### src/hdl/sram_params.svh
`ifndef SRAM_PARAMS_SVH
`define SRAM_PARAMS_SVH

// --------------------
// Bank geometry
// --------------------
`define SRAM_BANK_ABITS 10                  // Word address bits per bank

// --------------------
// Data path
// --------------------
`define SRAM_DATA_BITS  32                  // Word width
`define SRAM_BYTES      (`SRAM_DATA_BITS/8) // Byte lanes per word

// --------------------
// Timing
// --------------------
`define SRAM_READ_LAT   1                   // Cycles from strobe to ack

`endif

### src/hdl/sram_pkg.sv
`include "sram_params.svh"

package sram_pkg;

   // --------------------
   // Data path types
   // --------------------
   typedef logic [`SRAM_DATA_BITS-1:0] word_t;      // One data word
   typedef logic [`SRAM_BYTES-1:0]     sel_t;       // Byte-lane selects

   // --------------------
   // Address types
   // --------------------
   typedef logic [`SRAM_BANK_ABITS-1:0] bank_adr_t; // Word address inside a bank
   typedef logic [`SRAM_BANK_ABITS:0]   bus_adr_t;  // MSB picks the bank

endpackage

### src/hdl/sram_bus_if.sv
interface sram_bus_if;
   import sram_pkg::*;

   // --------------------
   // Request side
   // --------------------
   logic      cyc;   // Cycle in progress
   logic      stb;   // Request strobe for this bank
   logic      we;    // Write request
   bank_adr_t adr;   // Word address in bank
   sel_t      sel;   // Byte lanes
   word_t     dat_w; // Write data

   // --------------------
   // Response side
   // --------------------
   logic      ack;   // One pulse per request
   word_t     dat_r; // Read data, valid with ack

   // Request steering end
   modport decoder (
      output cyc, stb, we, adr, sel, dat_w,
      input  ack, dat_r
   );

   // Bank channel end
   modport channel (
      input  cyc, stb, we, adr, sel, dat_w,
      output ack, dat_r
   );

endinterface

### src/hdl/bank_decoder.sv
`include "sram_params.svh"

module bank_decoder (
   input  logic               clk_i,
   input  logic               rst_i,
   input  logic               cyc_i,
   input  logic               stb_i,
   input  logic               we_i,
   input  sram_pkg::bus_adr_t adr_i, // MSB selects the bank
   input  sram_pkg::sel_t     sel_i,
   input  sram_pkg::word_t    dat_i,
   output logic               ack_o,
   output sram_pkg::word_t    dat_o,
   sram_bus_if.decoder        bus0,  // Bank 0 channel
   sram_bus_if.decoder        bus1   // Bank 1 channel
);

   // --------------------
   // Request steering
   // --------------------
   logic req;      // Request accepted this cycle
   logic bank_sel; // Bank named by the address
   logic bank_q;   // Bank of the request in flight

   assign req      = cyc_i & stb_i;
   assign bank_sel = adr_i[`SRAM_BANK_ABITS];   // Top address bit

   // Shared request lines to both banks
   assign bus0.cyc   = cyc_i;
   assign bus0.we    = we_i;
   assign bus0.adr   = adr_i[`SRAM_BANK_ABITS-1:0];
   assign bus0.sel   = sel_i;
   assign bus0.dat_w = dat_i;

   assign bus1.cyc   = cyc_i;
   assign bus1.we    = we_i;
   assign bus1.adr   = adr_i[`SRAM_BANK_ABITS-1:0];
   assign bus1.sel   = sel_i;
   assign bus1.dat_w = dat_i;

   // Strobe reaches only the addressed bank
   assign bus0.stb = stb_i & ~bank_sel;
   assign bus1.stb = stb_i & bank_sel;

   // --------------------
   // Response merge
   // --------------------
   always_ff @(posedge clk_i) begin
      if (rst_i) begin
         bank_q <= 1'b0;
      end else if (req) begin
         bank_q <= bank_sel;                      // Remember who answers next cycle
      end
   end

   // Responses come back in request order since both banks share one latency
   always_comb begin
      if (bank_q) begin
         ack_o = bus1.ack;
         dat_o = bus1.dat_r;
      end else begin
         ack_o = bus0.ack;
         dat_o = bus0.dat_r;
      end
   end

endmodule

### src/flat_wrapper.sv
// flat-port wrapper written by rule: the top's interface ports become plain ports
module bank_decoder_flat 
  (clk_i, rst_i, cyc_i, stb_i, we_i, adr_i, sel_i, dat_i, ack_o, dat_o, bus0_cyc, bus0_stb, bus0_we, bus0_adr, bus0_sel, bus0_dat_w, bus0_ack, bus0_dat_r, bus1_cyc, bus1_stb, bus1_we, bus1_adr, bus1_sel, bus1_dat_w, bus1_ack, bus1_dat_r);
  sram_bus_if bus0_i ();
  sram_bus_if bus1_i ();
  input  logic clk_i;
  input  logic rst_i;
  input  logic cyc_i;
  input  logic stb_i;
  input  logic we_i;
  input  sram_pkg::bus_adr_t adr_i;
  input  sram_pkg::sel_t sel_i;
  input  sram_pkg::word_t dat_i;
  output logic ack_o;
  output sram_pkg::word_t dat_o;
  output wire logic [$bits(bus0_i.cyc)-1:0] bus0_cyc;
  output wire logic [$bits(bus0_i.stb)-1:0] bus0_stb;
  output wire logic [$bits(bus0_i.we)-1:0] bus0_we;
  output wire logic [$bits(bus0_i.adr)-1:0] bus0_adr;
  output wire logic [$bits(bus0_i.sel)-1:0] bus0_sel;
  output wire logic [$bits(bus0_i.dat_w)-1:0] bus0_dat_w;
  input wire logic [$bits(bus0_i.ack)-1:0] bus0_ack;
  input wire logic [$bits(bus0_i.dat_r)-1:0] bus0_dat_r;
  output wire logic [$bits(bus1_i.cyc)-1:0] bus1_cyc;
  output wire logic [$bits(bus1_i.stb)-1:0] bus1_stb;
  output wire logic [$bits(bus1_i.we)-1:0] bus1_we;
  output wire logic [$bits(bus1_i.adr)-1:0] bus1_adr;
  output wire logic [$bits(bus1_i.sel)-1:0] bus1_sel;
  output wire logic [$bits(bus1_i.dat_w)-1:0] bus1_dat_w;
  input wire logic [$bits(bus1_i.ack)-1:0] bus1_ack;
  input wire logic [$bits(bus1_i.dat_r)-1:0] bus1_dat_r;
  assign bus0_cyc = bus0_i.cyc;
  assign bus0_stb = bus0_i.stb;
  assign bus0_we = bus0_i.we;
  assign bus0_adr = bus0_i.adr;
  assign bus0_sel = bus0_i.sel;
  assign bus0_dat_w = bus0_i.dat_w;
  assign bus0_i.ack = bus0_ack;
  assign bus0_i.dat_r = bus0_dat_r;
  assign bus1_cyc = bus1_i.cyc;
  assign bus1_stb = bus1_i.stb;
  assign bus1_we = bus1_i.we;
  assign bus1_adr = bus1_i.adr;
  assign bus1_sel = bus1_i.sel;
  assign bus1_dat_w = bus1_i.dat_w;
  assign bus1_i.ack = bus1_ack;
  assign bus1_i.dat_r = bus1_dat_r;
  bank_decoder u_core (.clk_i(clk_i), .rst_i(rst_i), .cyc_i(cyc_i), .stb_i(stb_i), .we_i(we_i), .adr_i(adr_i), .sel_i(sel_i), .dat_i(dat_i), .ack_o(ack_o), .dat_o(dat_o), .bus0(bus0_i), .bus1(bus1_i));
endmodule
### config.mk
export PLATFORM = sky130hd
export DESIGN_NAME = bank_decoder_flat
export DESIGN_NICKNAME = d
export VERILOG_FILES = /design/src/hdl/sram_pkg.sv /design/src/hdl/sram_bus_if.sv /design/src/hdl/bank_decoder.sv /design/src/flat_wrapper.sv
export VERILOG_INCLUDE_DIRS = /design/src /design/src/hdl
export SDC_FILE = /design/constraint.sdc
export NUM_CORES = 1
export LEC_CHECK = 0
export ABC_AREA = 1
export BUFFER_PORTS_ARGS = -buffer_cell sky130_fd_sc_hd__buf_2
export CAP_MARGIN = 25
export CORE_AREA = 5 5 93 95
export DETAILED_ROUTE_END_ITERATION = 8
export DIE_AREA = 0 0 98 100
export PLACE_DENSITY_LB_ADDON = 0.12
export SETUP_SLACK_MARGIN = 0.2
export SLEW_MARGIN = 25
export SYNTH_ARGS = -nofsm -noshare
export SYNTH_HDL_FRONTEND = slang
export SYNTH_SLANG_ARGS = --single-unit
export TNS_END_PERCENT = 10
### constraint.sdc
create_clock -name clk_i -period 1.49 [get_ports clk_i]
set_input_delay 0.298 -clock clk_i [delete_from_list [all_inputs] [get_ports clk_i]]
set_output_delay 0.298 -clock clk_i [all_outputs]
set_load 0.005 [all_outputs]
==> results of run 1 <==
## layout by cell type (no fill, tap or decap)
master / instances
buf_4: 4
clkinv_16: 1
buf_2: 107
nand2_2: 18
inv_1: 3
dfxtp_2: 1
inv_8: 1
nand2_1: 85
nand3_1: 1
buf_12: 1
nor2_1: 2
bufbuf_16: 1
## cells in the mapped netlist
cell      number  area (um^2)
dfxtp_1        1         20.0
nand3_1        1         5.00
nand2_1       85          319
inv_8          1         11.3
buf_4         96          721
inv_1          3         11.3
clkbuf_8       3         41.3
nand2_2       18          113
buf_6          3         33.8
buf_12         1         20.0
nor2_1         2         7.51
## what timing repair did
| action | CTS | global route |
|---|---|---|
| gates resized for setup | 3 | 1 |
| gates cloned | 1 | 1 |
| setup endpoints to repair | 1 | 1 |
| pin swaps | 0 | 0 |
| hold buffers | 0 | 0 |
| buffers inserted | 0 | 3 |
## how the worst min path moves through the flow
stage           from            end  slack, ps
2_1_floorplan  rst_i  u_core.bank_q        370
3_3_place_gp   rst_i  u_core.bank_q        460
3_5_place_dp   rst_i  u_core.bank_q        460
5_1_grt        rst_i  u_core.bank_q        470
6_report       rst_i  u_core.bank_q        450
4_1_cts        rst_i  u_core.bank_q        460
## through the flow
stage	instance area (um^2)	hold slack (ps)	power (mW)	setup slack (ps)
6_report	1260	453	0.404	283
5_1_grt	1260	466	0.460	218
4_1_cts	1220	458	0.402	204
3_5_place_dp	1180	465	0.380	128
3_3_place_gp	1180	461	0.383	127
2_1_floorplan	1300	370	0.406	485
## cells by family (layout without fill, tap and decap cells)
| family | count (synthesis) | count (layout) | synth area share |
|---|---|---|---|
| simple gates | 106 | 106 | 0.341 |
| buf+inv | 107 | 118 | 0.644 |
| flops | 1 | 1 | 0.0154 |
## metal layers
layer,part of all wire,wire length (um),vias up,GRT usage
met1,0.31,1140,443,0.0616
met5,0,0,-,0
met4,0.040,146,0,0.0288
li1,-,-,560,-
met2,0.51,1860,84,0.130
met3,0.14,500,31,0.0229
## power breakdown
group	internal, mW	switching, mW
sequential	0.0296	0.00289
clock	0	0
combinational	0.199	0.173
total	0.228	0.176
## cell type report
class,count,share of cell area
Timing Repair Buffer,113,0.489
Timing Repair inverter,1,0.00891
Tap cell,102,0.101
Inverter,4,0.0327
Multi-Input combinational cell,106,0.351
Sequential cell,1,0.0168
==> metrics.cfg, run 1 <==
[sta]
fin_crit_ps = 1210
slew_headroom = 0.912
max_freq_ghz = 0.828
tightest_slew_ps = 131
tns_ps = 0
fin_skew_ps = 0
min_period_over_period = 0.810
setup_viol_count_final = 0
report.final.hold_viol_count = 0
final_max_slew_viol_count = 0
rsz0062_at_grt = no

[finish]
top_register = u_core.bank_q
instances_no_fill = 327
seqCellArea_um2 = 21.3
fin_util = 0.165
multi_input_area_um2 = 444
largest_reg_flops = 1
fill_cells = 909
drive_gt1_frac = 0.596
antenna_cells = 0
fin_nets = 345
syn_to_final_growth_pct = -2.98
top_regs = u_core.bank_q (1)

[worst_hold_path]
hold_path_depth = 2
hp-class = in2reg

[synthesis]
ys_seq_area_frac = 0.0154
ys_ff_latch = 1
synth_nets = 332
synthDistinctLibCells = 11
synthCells = 214
yosysWarnings = 0
post_synth.cell_area_avg_um2 = 6.09
synth_area_mm2 = 0.00130

[critical_path]
worstSetupPathType = reg2out
crit_buf_inv = 3
endpoint = dat_o[30]
cp_max_fo = 17
end_kind = output port
reg2reg_to = u_core.bank_q
cp_cell_sequence = buf_12, clkinv_16, nand2_1, nand2_1, buf_2
crit_path_start_kind = register
r2r_cells = 5
cp_slowest_cell = dfxtp_2
arrival_ps = 910
crit_start = u_core.bank_q
cp_common_cell = nand2_1
regToRegSetupSlack_ps = 600
cp.depth = 5
r2r_start = u_core.bank_q
critPathMaxStageDelay_ps = 350
required_ps = 1190
cp_top_family = buffers and inverters

[routing]
drt_iter0_markers = 18
wl_per_cell_um = 11.1
routed_via_density = 3.42
antenna_left = 0
vias = 1118
drc_errors = 0
wirelength_um = 3650
firstDrtPassIters = 3

[job]
drv_cap = 0

[power_and_ir_drop]
p_leak_nw = 0.817
p_per_area_mw_per_mm2 = 320
max-vdd-ir-drop_mv = 0.0707

[placed_design]
dp_hpwl_um = 2950
dp_cells = 322
place_congestion = 0.695
io_buffers = 107

[global_routing]
grt_max_degree = 35
grt_pass1_wl_um = 5550
grt_util_all_layers = 0.0664
grt-ovfl-total = 0
antenna_found_initial = 0
grt_pass1_vias = 1158

[floorplan]
start_util = 0.170
dieWidth_um = 98
dieHeight_um = 100
rows = 32
coreArea_mm2 = 0.00765
ioPinCount = 249
dieArea_mm2 = 0.00980

[clock_network]
clkLatencyLatePin_ps = 0
path_clk_slew_ps = 0

[outcome]
status = finished clean

No activity file was read; power rests on OpenSTA's default activity.
==> inputs of run 2 (changes only) <==
--- a/config.mk
+++ b/config.mk
@@ -9,9 +9,9 @@
 export ABC_AREA = 1
 export BUFFER_PORTS_ARGS = -buffer_cell sky130_fd_sc_hd__buf_2
 export CAP_MARGIN = 25
-export CORE_AREA = 5 5 93 95
+export CORE_AREA = 5 5 94 96
 export DETAILED_ROUTE_END_ITERATION = 8
-export DIE_AREA = 0 0 98 100
+export DIE_AREA = 0 0 99 101
 export PLACE_DENSITY_LB_ADDON = 0.12
 export SETUP_SLACK_MARGIN = 0.2
 export SLEW_MARGIN = 25
==> constraint.sdc (replaced) <==
create_clock -name clk_i -period 1.2 [get_ports clk_i]
set_input_delay 0.24 -clock clk_i [delete_from_list [all_inputs] [get_ports clk_i]]
set_output_delay 0.24 -clock clk_i [all_outputs]
set_load 0.005 [all_outputs]
==> run 2 against run 1 <==
Effect of this change: clock skew did not move; flip-flop and latch count stayed put; core utilization is 0.53 points lower; final area increased by 0.89%; sequential share of layout area rose by 0.18 points; power rose by 26%; register-to-register slack worse by 270 ps; largest cell class unchanged.
==> metrics.cfg, run 2 (same netlist as run 1, synthesis figures left out) <==
[outcome]
status = finished clean

[routing]
wl_per_cell_um = 11.2  ; +0.32%
routed_via_density = 3.36  ; -1.6%
wirelength_um = 3670  ; +0.63%
drc_errors = 0  ; unchanged
drt_iter0_markers = 16  ; -2
antenna_left = 0  ; unchanged
firstDrtPassIters = 4  ; +1
vias = 1103  ; -1.3%

[floorplan]
dieHeight_um = 101  ; +1.0%
start_util = 0.163  ; -0.00687
coreArea_mm2 = 0.00797  ; +4.2%
dieArea_mm2 = 0.0100  ; +2.0%
dieWidth_um = 99  ; +1.0%
ioPinCount = 249  ; unchanged
rows = 33  ; +3.1%

[job]
drv_cap = 0  ; unchanged

[placed_design]
dp_cells = 325  ; +0.93%
dp_hpwl_um = 2820  ; -4.4%
io_buffers = 107  ; unchanged
place_congestion = 0.707  ; +1.7%
placed_cell_area_mm2 = 0.00118  ; +0.32%

[finish]
final_cell_mix = buf_2, nand2_1, nand2_2, inv_1
final_area_mm2 = 0.00127  ; +0.89%
seqCellArea_um2 = 23.8  ; +12%
syn_to_final_growth_pct = -2.11
multi_input_area_um2 = 449  ; +1.1%
drive_gt1_frac = 0.601  ; +0.00534
largest_reg_flops = 1  ; unchanged
antenna_cells = 0  ; unchanged
final_common_cell = buf_2
top_regs = u_core.bank_q (1)
top_register = u_core.bank_q
fin_nets = 343  ; -0.58%
instances_no_fill = 328  ; +0.31%
fin_util = 0.160  ; -0.00526
fill_cells = 944  ; +3.9%

[clock_network]
clkLatencyLatePin_ps = 0  ; unchanged
hold_buffers = 0  ; unchanged
path_clk_slew_ps = 0  ; unchanged

[global_routing]
grt_max_degree = 20  ; -43%
globalRouteMet2Util = 0.115  ; -0.0157
grt_pass1_wl_um = 5260  ; -5.3%
gr-max-usage-layer = met2
grtUsageMet3 = 0.0208  ; -0.00217
grt_util_all_layers = 0.0632  ; -0.00313
grtUsageMet1 = 0.0642  ; +0.00261
antenna_found_initial = 1  ; +1
grt-ovfl-total = 0  ; unchanged
grt_pass1_vias = 1099  ; -5.1%

[sta]
fin_skew_ps = 0  ; unchanged
setup_viol_count_final = 0  ; unchanged
max_freq_ghz = 0.924
tightest_slew_ps = 156  ; +24.9 ps
fin_crit_ps = 1080
report.final.hold_viol_count = 0  ; unchanged
min_period_over_period = 0.902
rsz0062_at_grt = yes
final_max_slew_viol_count = 0  ; unchanged
slew_headroom = 0.896  ; -0.0166

[critical_path]
crit_path_start_kind = register
reg2reg_to = u_core.bank_q
arrival_ps = 840  ; -70 ps
r2r_cells = 5  ; unchanged
cp.depth = 5  ; unchanged
cp_cell_sequence = buf_12, buf_12, nand2_1, nand2_1, buf_2
cp_max_fo = 7  ; -10
worstSetupPathType = reg2out
end_kind = output port
cp_slowest_cell = dfxtp_4
regToRegSetupSlack_ps = 330  ; -270 ps
crit_buf_inv = 3  ; unchanged
critPathMaxStageDelay_ps = 340  ; about the same
crit_start = u_core.bank_q
r2r_start = u_core.bank_q
required_ps = 960  ; -230 ps
cp_top_family = buffers and inverters

[worst_hold_path]
whs_endpoint = u_core.bank_q
hp-start = rst_i
hold_path_depth = 2  ; unchanged
hp-class = in2reg

[power_and_ir_drop]
max-vdd-ir-drop_mv = 0.0839  ; +19%
p_per_area_mw_per_mm2 = 399  ; +25%
p_leak_nw = 0.815  ; -0.18%
power_uw = 509  ; +26%

==> run 2: how the worst max path moves through the flow <==
stage                 to  slack (ps)
2_1_floorplan   dat_o[6]         250
3_3_place_gp   dat_o[17]          -5
3_5_place_dp   dat_o[17]         -10
4_1_cts        dat_o[17]         110
5_1_grt        dat_o[28]          70
6_report       dat_o[28]         120
==> run 2: worst register-to-register path, cell delays in order (launching register included) <==
cell and delay [ps]:
dfxtp_4 340, buf_12 160, inv_16 110, nand2_1 60, nand2_1 60, nor2_1 30
==> run 2: routing by layer <==
metal | vias up | wire (um)
met4 | 2 | 180
met3 | 27 | 462
met1 | 431 | 1170
met5 | - | 20
met2 | 85 | 1830
li1 | 558 | -
==> run 2: final cells by class <==
type                       instances  area share
timing repair buffer             111       0.486
sequential                         1      0.0186
tap                              105       0.103
multi-input combinational        106       0.352
inverter                           4      0.0245
timing repair inverter             1      0.0157
==> run 2: power breakdown <==
group | switching (mW) | total [mW] | internal (mW)
sequential | 0.00333 | 0.0391 | 0.0357
clock | 0 | 0 | 0
combinational | 0.220 | 0.470 | 0.250
==> run 2: repair_timing <==
item,CTS,global route
endpoints found under the hold margin,0,0
pin swaps,0,2
endpoints found under the setup margin,33,33
setup buffers,1,0
cloned,2,0
resized for setup,8,2
==> run 2: per-stage QoR <==
step / hold slack (ps) / setup TNS [ps] / worst slack, ps
after floorplan: 312 / 0 / 253
after global placement: 405 / -5.42 / -5.42
after detailed placement: 401 / -13.8 / -13.8
after CTS: 392 / 0 / 110
after global routing: 399 / 0 / 70.6
final: 393 / 0 / 117
